$ cat config.mk
export PLATFORM = sky130hd
export DESIGN_NAME = i3c
export DESIGN_NICKNAME = d
export VERILOG_FILES = /design/src/common/i3c_pkg.sv /design/src/hw/i3c.sv /design/src/hw/i3c_phy.sv /design/src/hw/ctrl/bus_controller.sv /design/src/hw/hci/hci_csr.sv /design/src/hw/hci/sync_fifo.sv
export SDC_FILE = /design/constraint.sdc
export NUM_CORES = 1
export LEC_CHECK = 0
export BUFFER_PORTS_ARGS = -buffer_cell sky130_fd_sc_hd__buf_2
export CELL_PAD_IN_SITES_DETAIL_PLACEMENT = 0
export CELL_PAD_IN_SITES_GLOBAL_PLACEMENT = 1
export CORE_ASPECT_RATIO = 1.75
export CORE_MARGIN = 2
export CORE_UTILIZATION = 49
export DETAILED_ROUTE_END_ITERATION = 6
export PLACE_DENSITY = 0.75
export SLEW_MARGIN = 20
export SYNTH_ARGS = -nofsm -noshare
export SYNTH_HDL_FRONTEND = slang
export SYNTH_HIERARCHICAL = 1
export SYNTH_SLANG_ARGS = --single-unit
$ cat constraint.sdc
create_clock -name clk_i -period 2.9 [get_ports clk_i]
set_clock_uncertainty 0.2 [all_clocks]
set_input_delay 0.29 -clock clk_i [delete_from_list [all_inputs] [get_ports clk_i]]
set_output_delay 0.29 -clock clk_i [all_outputs]
set_load 0.05 [all_outputs]
$ cat src/common/i3c_pkg.sv
// CSR offsets are byte addresses in a 16-byte window and every queue entry is a packed struct
package i3c_pkg;

  // CSR port geometry
  localparam int unsigned CsrAddrWidth = 4;
  localparam int unsigned CsrDataWidth = 32;

  typedef logic [CsrAddrWidth-1:0] csr_addr_t;
  typedef logic [CsrDataWidth-1:0] csr_data_t;

  // Register map
  localparam csr_addr_t RegCtrl        = 4'h0;
  localparam csr_addr_t RegCmdPort     = 4'h4;
  localparam csr_addr_t RegRespPort    = 4'h8;
  localparam csr_addr_t RegQueueStatus = 4'hC;

  // Queue depths, powers of two
  localparam int unsigned CmdFifoDepth  = 4;
  localparam int unsigned RespFifoDepth = 4;

  typedef logic [6:0] target_addr_t;
  typedef logic [7:0] bus_byte_t;
  typedef logic [3:0] tid_t;

  // Clock cycles per SCL half period, minus one
  typedef logic [7:0] half_period_t;

  typedef struct packed {
    logic      req;
    logic      is_wr;
    csr_addr_t addr;
    csr_data_t wr_data;
  } csr_req_t;

  typedef struct packed {
    logic      rd_ack;
    logic      rd_err;
    csr_data_t rd_data;
    logic      wr_ack;
    logic      wr_err;
  } csr_rsp_t;

  // One write transfer: address byte then one data byte
  typedef struct packed {
    tid_t         tid;
    target_addr_t addr;
    bus_byte_t    data;
  } cmd_desc_t;

  typedef struct packed {
    tid_t tid;
    logic nack;
  } resp_desc_t;

  typedef enum logic [2:0] {
    Idle,
    Start,
    Bit,
    Ack,
    Stop,
    Report
  } bus_state_e;

endpackage
$ cat src/hw/i3c.sv
// Open-drain write transfers of one address and one data byte only, with no interrupts
`timescale 1ns/1ps

module i3c (
  input  logic                clk_i,
  input  logic                rst_n_i,

  // CPU register access
  input  i3c_pkg::csr_req_t   csr_req_i,
  output i3c_pkg::csr_rsp_t   csr_rsp_o,

  // Pin levels equal bus levels, 0 pulls the line low
  input  logic                i3c_scl_i,
  output logic                i3c_scl_o,
  input  logic                i3c_sda_i,
  output logic                i3c_sda_o
);
  import i3c_pkg::*;

  // Command queue
  logic         cmd_wvalid;
  logic         cmd_wready;
  cmd_desc_t    cmd_wdata;
  logic         cmd_rvalid;
  logic         cmd_rready;
  cmd_desc_t    cmd_rdata;
  logic         cmd_empty;

  // Response queue
  logic         resp_wvalid;
  logic         resp_wready;
  resp_desc_t   resp_wdata;
  logic         resp_rvalid;
  logic         resp_rready;
  resp_desc_t   resp_rdata;

  logic         bus_en;
  half_period_t half_period;

  logic         ctrl_scl;
  logic         ctrl_sda;
  logic         phy_scl;
  logic         phy_sda;

  hci_csr u_hci_csr (
    .clk_i(clk_i),
    .rst_n_i(rst_n_i),
    .csr_req_i(csr_req_i),
    .csr_rsp_o(csr_rsp_o),
    .cmd_wvalid_o(cmd_wvalid),
    .cmd_wready_i(cmd_wready),
    .cmd_wdata_o(cmd_wdata),
    .cmd_empty_i(cmd_empty),
    .resp_rvalid_i(resp_rvalid),
    .resp_rready_o(resp_rready),
    .resp_rdata_i(resp_rdata),
    .bus_en_o(bus_en),
    .half_period_o(half_period)
  );

  sync_fifo #(
    .Depth(CmdFifoDepth),
    .entry_t(cmd_desc_t)
  ) u_cmd_fifo (
    .clk_i(clk_i),
    .rst_n_i(rst_n_i),
    .wvalid_i(cmd_wvalid),
    .wready_o(cmd_wready),
    .wdata_i(cmd_wdata),
    .rvalid_o(cmd_rvalid),
    .rready_i(cmd_rready),
    .rdata_o(cmd_rdata),
    .empty_o(cmd_empty)
  );

  // Response side reports emptiness through rvalid
  sync_fifo #(
    .Depth(RespFifoDepth),
    .entry_t(resp_desc_t)
  ) u_resp_fifo (
    .clk_i(clk_i),
    .rst_n_i(rst_n_i),
    .wvalid_i(resp_wvalid),
    .wready_o(resp_wready),
    .wdata_i(resp_wdata),
    .rvalid_o(resp_rvalid),
    .rready_i(resp_rready),
    .rdata_o(resp_rdata),
    .empty_o()
  );

  bus_controller u_bus_controller (
    .clk_i(clk_i),
    .rst_n_i(rst_n_i),
    .bus_en_i(bus_en),
    .half_period_i(half_period),
    .cmd_rvalid_i(cmd_rvalid),
    .cmd_rready_o(cmd_rready),
    .cmd_rdata_i(cmd_rdata),
    .resp_wvalid_o(resp_wvalid),
    .resp_wready_i(resp_wready),
    .resp_wdata_o(resp_wdata),
    .scl_o(ctrl_scl),
    .sda_o(ctrl_sda),
    .scl_i(phy_scl),
    .sda_i(phy_sda)
  );

  i3c_phy u_phy (
    .clk_i(clk_i),
    .rst_n_i(rst_n_i),
    .scl_i(i3c_scl_i),
    .sda_i(i3c_sda_i),
    .scl_o(i3c_scl_o),
    .sda_o(i3c_sda_o),
    .ctrl_scl_i(ctrl_scl),
    .ctrl_sda_i(ctrl_sda),
    .ctrl_scl_o(phy_scl),
    .ctrl_sda_o(phy_sda)
  );

endmodule

$ cat src/hw/i3c_phy.sv
// Open-drain pins only, with one cycle of output delay and two cycles of input synchronization
`timescale 1ns/1ps

module i3c_phy (
  input  logic clk_i,
  input  logic rst_n_i,

  // Bus pins
  input  logic scl_i,
  input  logic sda_i,
  output logic scl_o,
  output logic sda_o,

  // Controller side
  input  logic ctrl_scl_i,
  input  logic ctrl_sda_i,
  output logic ctrl_scl_o,
  output logic ctrl_sda_o
);

  // Bit 1 is SDA, bit 0 is SCL
  logic [1:0] meta_q;
  logic [1:0] sync_q;

  // Everything resets to the idle high bus level
  always_ff @(posedge clk_i or negedge rst_n_i) begin
    if (!rst_n_i) begin
      {sda_o, scl_o} <= 2'b11;
      meta_q         <= 2'b11;
      sync_q         <= 2'b11;
    end else begin
      {sda_o, scl_o} <= {ctrl_sda_i, ctrl_scl_i};
      meta_q         <= {sda_i, scl_i};
      sync_q         <= meta_q;
    end
  end

  assign {ctrl_sda_o, ctrl_scl_o} = sync_q;

endmodule

$ cat src/hw/ctrl/bus_controller.sv
// Open-drain writes only and the half-period count must be 3 or more for ACK sampling to see the target
`timescale 1ns/1ps

module bus_controller (
  input  logic                  clk_i,
  input  logic                  rst_n_i,

  input  logic                  bus_en_i,
  input  i3c_pkg::half_period_t half_period_i,

  // Command queue read side
  input  logic                  cmd_rvalid_i,
  output logic                  cmd_rready_o,
  input  i3c_pkg::cmd_desc_t    cmd_rdata_i,

  // Response queue write side
  output logic                  resp_wvalid_o,
  input  logic                  resp_wready_i,
  output i3c_pkg::resp_desc_t   resp_wdata_o,

  // To and from the PHY
  output logic                  scl_o,
  output logic                  sda_o,
  input  logic                  scl_i,
  input  logic                  sda_i
);
  import i3c_pkg::*;

  bus_state_e   state_q;
  logic         high_q;
  half_period_t hp_cnt_q;
  logic [2:0]   bit_cnt_q;
  logic         data_phase_q;
  logic         nack_q;
  logic         sda_q;
  logic         sda_d;
  logic         hp_done;
  logic         cmd_pop;
  bus_byte_t    shift_q;
  bus_byte_t    data_q;
  tid_t         tid_q;

  assign hp_done = (hp_cnt_q == half_period_i);

  // Start only once the synchronized bus reads free
  assign cmd_rready_o = (state_q == Idle) & bus_en_i & scl_i & sda_i;
  assign cmd_pop      = cmd_rvalid_i & cmd_rready_o;

  assign resp_wvalid_o     = (state_q == Report);
  assign resp_wdata_o.tid  = tid_q;
  assign resp_wdata_o.nack = nack_q;

  always_comb begin
    scl_o = 1'b1;
    sda_d = 1'b1;
    unique case (state_q)
      Start: sda_d = 1'b0;
      Bit: begin
        scl_o = high_q;
        sda_d = shift_q[7];
      end
      // SDA released for the target
      Ack: scl_o = high_q;
      Stop: begin
        scl_o = high_q;
        sda_d = 1'b0;
      end
      default: ;
    endcase
  end

  // SDA trails SCL by one cycle for hold time after the falling edge
  assign sda_o = sda_q;

  always_ff @(posedge clk_i or negedge rst_n_i) begin
    if (!rst_n_i) begin
      state_q      <= Idle;
      high_q       <= 1'b0;
      hp_cnt_q     <= '0;
      bit_cnt_q    <= '0;
      data_phase_q <= 1'b0;
      nack_q       <= 1'b0;
      sda_q        <= 1'b1;
    end else begin
      sda_q <= sda_d;
      if (state_q inside {Idle, Report} || hp_done) hp_cnt_q <= '0;
      else hp_cnt_q <= hp_cnt_q + 1'b1;
      if (hp_done && state_q inside {Bit, Ack, Stop}) high_q <= ~high_q;
      unique case (state_q)
        Idle: begin
          if (cmd_pop) begin
            state_q      <= Start;
            nack_q       <= 1'b0;
            data_phase_q <= 1'b0;
          end
        end
        Start: begin
          if (hp_done) begin
            state_q   <= Bit;
            bit_cnt_q <= 3'd7;
          end
        end
        Bit: begin
          if (hp_done && high_q) begin
            if (bit_cnt_q == 3'd0) state_q <= Ack;
            else bit_cnt_q <= bit_cnt_q - 3'd1;
          end
        end
        Ack: begin
          // Sample at the end of the SCL high half
          if (hp_done && high_q) begin
            nack_q <= nack_q | sda_i;
            if (!data_phase_q && !sda_i) begin
              state_q      <= Bit;
              data_phase_q <= 1'b1;
              bit_cnt_q    <= 3'd7;
            end else begin
              state_q <= Stop;
            end
          end
        end
        Stop: begin
          if (hp_done && high_q) state_q <= Report;
        end
        Report: begin
          if (resp_wready_i) state_q <= Idle;
        end
        default: state_q <= Idle;
      endcase
    end
  end

  // Address byte carries write bit 0, sent MSB first
  always_ff @(posedge clk_i) begin
    if (cmd_pop) begin
      shift_q <= {cmd_rdata_i.addr, 1'b0};
      data_q  <= cmd_rdata_i.data;
      tid_q   <= cmd_rdata_i.tid;
    end else if (state_q == Bit && high_q && hp_done) begin
      shift_q <= {shift_q[6:0], 1'b0};
    end else if (state_q == Ack && high_q && hp_done) begin
      shift_q <= data_q;
    end
  end

endmodule

$ cat src/hw/hci/hci_csr.sv
// Fixed one-cycle access latency with no stalls and no byte enables, so every write sets whole fields
`timescale 1ns/1ps

module hci_csr (
  input  logic                  clk_i,
  input  logic                  rst_n_i,

  input  i3c_pkg::csr_req_t     csr_req_i,
  output i3c_pkg::csr_rsp_t     csr_rsp_o,

  // Command queue write side
  output logic                  cmd_wvalid_o,
  input  logic                  cmd_wready_i,
  output i3c_pkg::cmd_desc_t    cmd_wdata_o,
  input  logic                  cmd_empty_i,

  // Response queue read side
  input  logic                  resp_rvalid_i,
  output logic                  resp_rready_o,
  input  i3c_pkg::resp_desc_t   resp_rdata_i,

  // Bus controller settings
  output logic                  bus_en_o,
  output i3c_pkg::half_period_t half_period_o
);
  import i3c_pkg::*;

  logic         bus_en_q;
  half_period_t half_period_q;
  csr_rsp_t     rsp_d;
  csr_rsp_t     rsp_q;
  logic         ctrl_we;

  // Command word layout: data 7:0, addr 14:8, tid 19:16
  assign cmd_wdata_o.data = csr_req_i.wr_data[7:0];
  assign cmd_wdata_o.addr = csr_req_i.wr_data[14:8];
  assign cmd_wdata_o.tid  = csr_req_i.wr_data[19:16];

  always_comb begin
    rsp_d         = '0;
    ctrl_we       = 1'b0;
    cmd_wvalid_o  = 1'b0;
    resp_rready_o = 1'b0;
    if (csr_req_i.req && csr_req_i.is_wr) begin
      rsp_d.wr_ack = 1'b1;
      case (csr_req_i.addr)
        RegCtrl: ctrl_we = 1'b1;
        RegCmdPort: begin
          // Full queue drops the entry
          cmd_wvalid_o = cmd_wready_i;
          rsp_d.wr_err = ~cmd_wready_i;
        end
        default: rsp_d.wr_err = 1'b1;
      endcase
    end else if (csr_req_i.req) begin
      rsp_d.rd_ack = 1'b1;
      case (csr_req_i.addr)
        RegCtrl: rsp_d.rd_data = {16'h0, half_period_q, 7'h0, bus_en_q};
        RegRespPort: begin
          if (resp_rvalid_i) begin
            resp_rready_o = 1'b1;
            rsp_d.rd_data = {23'h0, resp_rdata_i.nack, 4'h0, resp_rdata_i.tid};
          end else begin
            rsp_d.rd_err = 1'b1;
          end
        end
        RegQueueStatus: rsp_d.rd_data = {29'h0, ~resp_rvalid_i, cmd_empty_i, ~cmd_wready_i};
        // Command port is write only
        default: rsp_d.rd_err = 1'b1;
      endcase
    end
  end

  always_ff @(posedge clk_i or negedge rst_n_i) begin
    if (!rst_n_i) begin
      rsp_q         <= '0;
      bus_en_q      <= 1'b0;
      half_period_q <= '0;
    end else begin
      rsp_q <= rsp_d;
      if (ctrl_we) begin
        bus_en_q      <= csr_req_i.wr_data[0];
        half_period_q <= csr_req_i.wr_data[15:8];
      end
    end
  end

  assign csr_rsp_o     = rsp_q;
  assign bus_en_o      = bus_en_q;
  assign half_period_o = half_period_q;

endmodule

$ cat src/hw/hci/sync_fifo.sv
// Depth must be a power of two and at least 2 so the pointers wrap on their own
`timescale 1ns/1ps

module sync_fifo #(
  parameter int unsigned Depth = 4,
  parameter type entry_t = logic [7:0]
) (
  input  logic   clk_i,
  input  logic   rst_n_i,

  input  logic   wvalid_i,
  output logic   wready_o,
  input  entry_t wdata_i,

  output logic   rvalid_o,
  input  logic   rready_i,
  output entry_t rdata_o,

  output logic   empty_o
);

  entry_t                   mem [Depth];
  logic [$clog2(Depth)-1:0] wr_ptr_q;
  logic [$clog2(Depth)-1:0] rd_ptr_q;
  logic [$clog2(Depth):0]   count_q;
  logic                     push;
  logic                     pop;

  assign wready_o = (count_q != ($clog2(Depth)+1)'(Depth));
  assign rvalid_o = (count_q != '0);
  assign empty_o  = ~rvalid_o;
  assign rdata_o  = mem[rd_ptr_q];

  assign push = wvalid_i & wready_o;
  assign pop  = rvalid_o & rready_i;

  always_ff @(posedge clk_i) begin
    if (push) mem[wr_ptr_q] <= wdata_i;
  end

  always_ff @(posedge clk_i or negedge rst_n_i) begin
    if (!rst_n_i) begin
      wr_ptr_q <= '0;
      rd_ptr_q <= '0;
      count_q  <= '0;
    end else begin
      if (push) wr_ptr_q <= wr_ptr_q + 1'b1;
      if (pop) rd_ptr_q <= rd_ptr_q + 1'b1;
      // Simultaneous push and pop keeps the count
      if (push && !pop) count_q <= count_q + 1'b1;
      else if (pop && !push) count_q <= count_q - 1'b1;
    end
  end

endmodule

==> results of run 1 <==
==> state kept, by name, indices dropped and copies added (netlist names), 2 cells and up <==
signal,count
u_phy/meta_q,2
u_cmd_fifo/rd_ptr_q,2
u_cmd_fifo/count_q,3
u_bus_controller/tid_q,4
u_hci_csr/csr_rsp_o,16
u_resp_fifo/wr_ptr_q,2
u_cmd_fifo/wr_ptr_q,2
u_resp_fifo/mem,20
u_resp_fifo/count_q,3
u_hci_csr/half_period_o,8
u_resp_fifo/rd_ptr_q,2
u_cmd_fifo/mem,76
u_bus_controller/shift_q,8
u_bus_controller/state_q,3
u_bus_controller/data_q,8
u_bus_controller/bit_cnt_q,3
u_bus_controller/hp_cnt_q,8
u_phy/sync_q,2
==> metrics by stage <==
step                setup slack, ns  std cells  hold slack [ns]
floorplan                     0.379        504           -0.206
global route                 0.0814        764           0.0373
CTS                           0.214        764           0.0217
detailed placement            0.241        700           0.0863
global placement              0.267        700           0.0908
finish                        0.230        764           0.0329
==> critical path, cell delays in order, from the launching register on <==
cell and delay (ns):
dfrtp_1 0.45, or3_4 0.47, nor2b_1 0.19, nor2b_1 0.19
nand2_4 0.08, ha_1 0.17, inv_1 0.06, fa_1 0.37
xor2_1 0.15, nor2_1 0.12, xor2_1 0.16
==> what timing repair did <==
item,in CTS,in global routing
buffers inserted,0,0
hold buffers,32,0
hold endpoints to repair,145,0
==> worst paths after layout <==
check,startpoint,endpoint,slack (ns),cells after the start
min in group asynchronous,rst_n_i,u_hci_csr/csr_rsp_o[1],0.17,3
worst min-delay path,csr_req_i[34],u_hci_csr/csr_rsp_o[5],0.03,3
worst max register to register,u_resp_fifo/count_q[0],u_resp_fifo/count_q[2],0.23,10
max in group asynchronous,rst_n_i,u_resp_fifo/count_q[2],1.77,3
worst max-delay path,u_resp_fifo/count_q[0],u_resp_fifo/count_q[2],0.23,10
worst min register to register,u_bus_controller/sda_o,u_phy/sda_o,0.16,0
==> power groups by stage <==
stage	sequential (W)	combinational [W]	clock, W
CTS	0.00321	0.00148	0.00239
detailed placement	0.00325	0.00144	0
global placement	0.00325	0.00142	0
finish	0.00320	0.00146	0.00233
global route	0.00324	0.00160	0.00248
floorplan	0.00321	0.00112	0
==> routing by layer <==
metal  wire length (µm)  up-vias  track usage
li1                   -     1862            -
met3                319       21       0.0226
met5                  0        -            0
met1               5060     2062        0.183
met4                414        0       0.0828
met2               7870       83        0.338
==> layout make-up <==
cell class              count  area share
flip-flops and latches    179       0.563
multi-input cells         250       0.251
repair buffers             97      0.0838
clock buffers              17      0.0474
well taps                 186      0.0259
clock inverters            15      0.0206
inverters                  20     0.00836
==> summary.md, run 1 <==
| Metric | Value |
|---|---|
| Status | `completed` |
| Area growth from synthesis to layout | `16.2%` |
| Worst-path clk slew | `0.07 ns` |
| Leakage power | `3.54 nW` |
| DR iter-0 viols | `136` |
| Mapped Cells | `485` |
| Power Internal | `0.00497 W` |
| Routed vias | `4,028` |
| CP max FO | `6` |
| Initial antenna violation count | `0` |
| Final setup fails | `0` |
| CTS resizes | `0` |
| Hold Crit Class | `in2reg` |
| Comb power frac | `0.209` |
| Post-Syn Area per Cell | `15.9 µm²` |
| Clk pwr share | `0.333` |
| Post-route ant nets | `0` |
| Sequential Power Share | `0.458` |
| Pwr dens | `779 nW/µm²` |
| Util after Layout | `0.584` |
| CTS H-Tree Depth | `4` |
| Max VDD drop | `0.000511 V` |
| DRT Pass-1 Iters | `4` |
| RSZ-0062 raised after global routing | `false` |
| Highest Clock Rate | `374 MHz` |
| Post-synthesis cell area | `7730 µm²` |
| Vias per cell | `5.27` |
| Die width | `98.9 µm` |
| Starting Density | `0.502` |
| WL/cell | `17.9 µm` |
| Multi-input gate area | `2250 µm²` |
| Global placer's final weighted congestion | `0.761` |
| Slew headroom | `0.568` |
| Final WL | `13,700 µm` |
| Final setup TNS | `0 ns` |
| Rows | `60` |
| Worst EP required | `3.04 ns` |
| Vias in the first global route | `4,382` |
| Clk sink count | `179` |
| TritonCTS clock tree | `built` |
| Commonest cells after routing, fill and taps aside | `edfxtp_1, dfrtp_1, buf_2` |
| Clock Tree Root | `clkbuf_16` |
| Final worst path period share | `0.921` |
| DP HPWL | `9550 µm` |
| Total track usage | `0.175` |
| FF+latch area | `5060 µm²` |
| Sw frac | `0.290` |
| Switching power | `0.00203 W` |
| Diodes inserted | `0` |
| Core area | `15,400 µm²` |
| Pins Over Slew Limit | `0` |
| Most common cell after layout, fill and taps aside | `edfxtp_1` |
| Largest net degree at the start of global routing | `44` |
| Fillers | `1,169` |
| CTS Buffer Depth | `2` |
| Slew @ Worst Pin | `0.647 ns` |
| First-pass GRT wire length | `22,400 µm` |
| CP Launch Type | `flop` |
| Grt total ovfl | `0` |
| CP endpoint kind | `flop` |
| Power Total | `0.00700 W` |
| DIE AREA | `16,800 µm²` |
| Worst path arrival time | `2.81 ns` |
| CP Class | `reg2reg` |
| Layout cell share with drive strength beyond 1 | `0.289` |
| Die span in y | `170 µm` |
| CTS Buf Count | `17` |
| Yosys warning total | `6` |
| Worst-skew pair later-pin latency | `0.42 ns` |
| # DRC | `0` |
| Final hold viol count | `0` |
| Minimum clock period | `2.67 ns` |
| Dpl cell area | `8050 µm²` |
| Port bufs | `47` |
| Post-route cell area | `8980 µm²` |
| Layout Nets | `622` |
| # IOs | `80` |
| Max-cap violations | `0` |
(Power assumes the default switching activity.)
==> run 2: changes to the inputs <==
- ABC_AREA: default -> 0
- SKIP_LAST_GASP: default -> 1
- clock period: 2.9 -> 3 ns (I/O delays scaled with it)
==> run 2 against run 1 <==
Hold slack got worse by 0.017 ns. Largest power group unchanged. First-iteration DRC count decreased by 12%. Sequential share of layout area increased by 0.51 points. Highest routed layer unchanged. Setup slack improved by 0.11 ns.
==> summary.md, run 2 (same netlist as run 1, synthesis figures left out) <==
| Metric | Value |
|---|---|
| CTS Buf Count | `17 (unchanged)` |
| CP Class | `reg2reg (unchanged)` |
| DIE AREA | `16,800 µm² (unchanged)` |
| # DRC | `0 (unchanged)` |
| Leakage power | `3.49 nW (was 3.54 nW)` |
| FF+latch area | `5060 µm² (unchanged)` |
| Max VDD drop | `0.000482 V (was 0.000511 V)` |
| WL/cell | `17.6 µm (was 17.9 µm)` |
| Final worst path period share | `0.888 (was 0.921)` |
| Worst-skew pair later-pin latency | `0.42 ns (about the same)` |
| Diodes inserted | `0 (unchanged)` |
| Core area | `15,400 µm² (unchanged)` |
| Hold Crit Class | `in2reg (unchanged)` |
| Final setup TNS | `0 ns (unchanged)` |
| CP Launch Type | `flop (unchanged)` |
| Minimum clock period | `2.67 ns (about the same)` |
| Clk sink count | `179 (unchanged)` |
| Multi-input gate area | `2250 µm² (unchanged)` |
| Die span in y | `170 µm (unchanged)` |
| Pins Over Slew Limit | `0 (unchanged)` |
| Top reg by flops | `u_cmd_fifo/mem (unchanged)` |
| Dpl cell area | `8020 µm² (was 8050 µm²)` |
| Setup ws final | `0.335 ns (was 0.230 ns)` |
| Comb power frac | `0.199 (was 0.209)` |
| Final cell count without fillers | `755 (was 764)` |
| Worst-path clk slew | `0.07 ns (about the same)` |
| Worst path arrival time | `2.81 ns (about the same)` |
| TritonCTS clock tree | `built (unchanged)` |
| Worst EP required | `3.15 ns (was 3.04 ns)` |
| Placed cell count | `695 (was 700)` |
| Layout cell share with drive strength beyond 1 | `0.285 (was 0.289)` |
| Clk pwr share | `0.334 (was 0.333)` |
| Highest Clock Rate | `375 MHz (was 374 MHz)` |
| # IOs | `80 (unchanged)` |
| Routed vias | `3,930 (was 4,028)` |
| CTS resizes | `0 (unchanged)` |
| Status | `completed (unchanged)` |
| DR iter-0 viols | `120 (was 136)` |
| Power Internal | `0.00469 W (was 0.00497 W)` |
| Initial antenna violation count | `0 (unchanged)` |
| Slew @ Worst Pin | `0.700 ns (was 0.647 ns)` |
| Most common cell after layout, fill and taps aside | `edfxtp_1 (unchanged)` |
| Largest register FFs | `76 (unchanged)` |
| Final WL | `13,300 µm (was 13,700 µm)` |
| CP endpoint kind | `flop (unchanged)` |
| Slew headroom | `0.533 (was 0.568)` |
| Final setup fails | `0 (unchanged)` |
| Global placer's final weighted congestion | `0.774 (was 0.761)` |
| Largest net degree at the start of global routing | `35 (was 44)` |
| Worst path cell trace | `or3_4 -> nor2b_1 -> nor2b_1 -> nand2_4 -> ha_1 -> inv_1 -> fa_1 -> xor2_1 -> nor2_1 -> xor2_1 (unchanged)` |
| Die width | `98.9 µm (unchanged)` |
| Pwr dens | `751 nW/µm² (was 779 nW/µm²)` |
| Layout Nets | `613 (was 622)` |
| Commonest cells after routing, fill and taps aside | `edfxtp_1, dfrtp_1, buf_2 (unchanged)` |
| Util after Layout | `0.578 (was 0.584)` |
| CTS H-Tree Depth | `4 (unchanged)` |
| CTS Buffer Depth | `2 (unchanged)` |
| Max-cap violations | `0 (unchanged)` |
| Place WS | `0.330 ns (was 0.241 ns)` |
| Switching power | `0.00199 W (was 0.00203 W)` |
| Port bufs | `47 (unchanged)` |
| Post-route cell area | `8900 µm² (was 8980 µm²)` |
| First-pass GRT wire length | `22,000 µm (was 22,400 µm)` |
| Vias per cell | `5.21 (was 5.27)` |
| CP max FO | `6 (unchanged)` |
| Fillers | `1,239 (was 1,169)` |
| Grt total ovfl | `0 (unchanged)` |
| Sw frac | `0.298 (was 0.290)` |
| Sequential Power Share | `0.467 (was 0.458)` |
| Total track usage | `0.172 (was 0.175)` |
| Starting Density | `0.502 (unchanged)` |
| RSZ-0062 raised after global routing | `false (unchanged)` |
| Post-route ant nets | `0 (unchanged)` |
| CP max-delay cell | `or3_4 (unchanged)` |
| DP HPWL | `9410 µm (was 9550 µm)` |
| Area growth from synthesis to layout | `15.2% (was 16.2%)` |
| DRT Pass-1 Iters | `5 (was 4)` |
| Final hold viol count | `0 (unchanged)` |
| Rows | `60 (unchanged)` |
| Clock Tree Root | `clkbuf_16 (unchanged)` |
| Vias in the first global route | `4,306 (was 4,382)` |
| Worst path max stage delay | `0.47 ns (about the same)` |
## run 2: cell count changes in the layout (fill, tap and decap cells not counted), sizes merged
| cell | delta |
|---|---|
| buf | -5 |
| bufinv | -1 |
| clkinv | -1 |
| dlygate4sd3 | -4 |
| inv | +2 |
## run 2: through the flow
stage | power (W) | hold WS (ns)
3_5_place_dp | 0.00449 | 0.148
6_report | 0.00668 | 0.0155
4_1_cts | 0.00677 | 0.00891
3_3_place_gp | 0.00445 | 0.147
5_1_grt | 0.00699 | 0.0329
2_1_floorplan | 0.00418 | -0.196
## run 2: cell type report
cell class,instances,share of cell area
well taps,186,0.0261
inverters,20,0.00843
flip-flops and latches,179,0.568
multi-input cells,250,0.253
clock buffers,17,0.0478
clock inverters,15,0.0204
repair buffers,88,0.0759
## run 2: timing repair
action	4_1_cts	5_1_grt
setup buffers	0	0
hold endpoints to repair	111	0
hold buffers	28	0
## run 2: routing by layer
metal	track usage	part of all wire	vias to the layer above
li1	-	-	1848
met5	0	0	-
met4	0.0810	0.025	0
met3	0.0271	0.024	19
met1	0.180	0.37	1991
met2	0.328	0.58	72
## run 2: path summary, 6_finish.rpt
check	start	to	slack, ns	cells after the start
setup / recovery	u_resp_fifo/count_q[0]	u_resp_fifo/count_q[2]	0.33	10
max in group asynchronous	rst_n_i	u_phy/sync_q[0]	1.65	3
hold reg to reg	u_bus_controller/sda_o	u_phy/sda_o	0.16	0
setup reg to reg	u_resp_fifo/count_q[0]	u_resp_fifo/count_q[2]	0.33	10
hold / removal	csr_req_i[35]	u_hci_csr/csr_rsp_o[2]	0.02	2
min in group asynchronous	rst_n_i	u_hci_csr/csr_rsp_o[0]	0.26	2
## run 2: power by group through the flow
stage | logic [W] | clock network, W | registers [W]
after floorplan | 0.00108 | 0 | 0.00311
after global placement | 0.00129 | 0 | 0.00316
after detailed placement | 0.00131 | 0 | 0.00318
after CTS | 0.00135 | 0.00229 | 0.00313
after global routing | 0.00145 | 0.00238 | 0.00316
final | 0.00133 | 0.00224 | 0.00312
## run 2: critical path: cells and delay by family, from the launching register on
family	cells	cell delay, ns
adder cells (fa/ha/maj)	2	0.54
flip-flops	1	0.45
XOR/XNOR	2	0.31
AND/OR/NAND/NOR	5	1.03
buffers and inverters	1	0.06
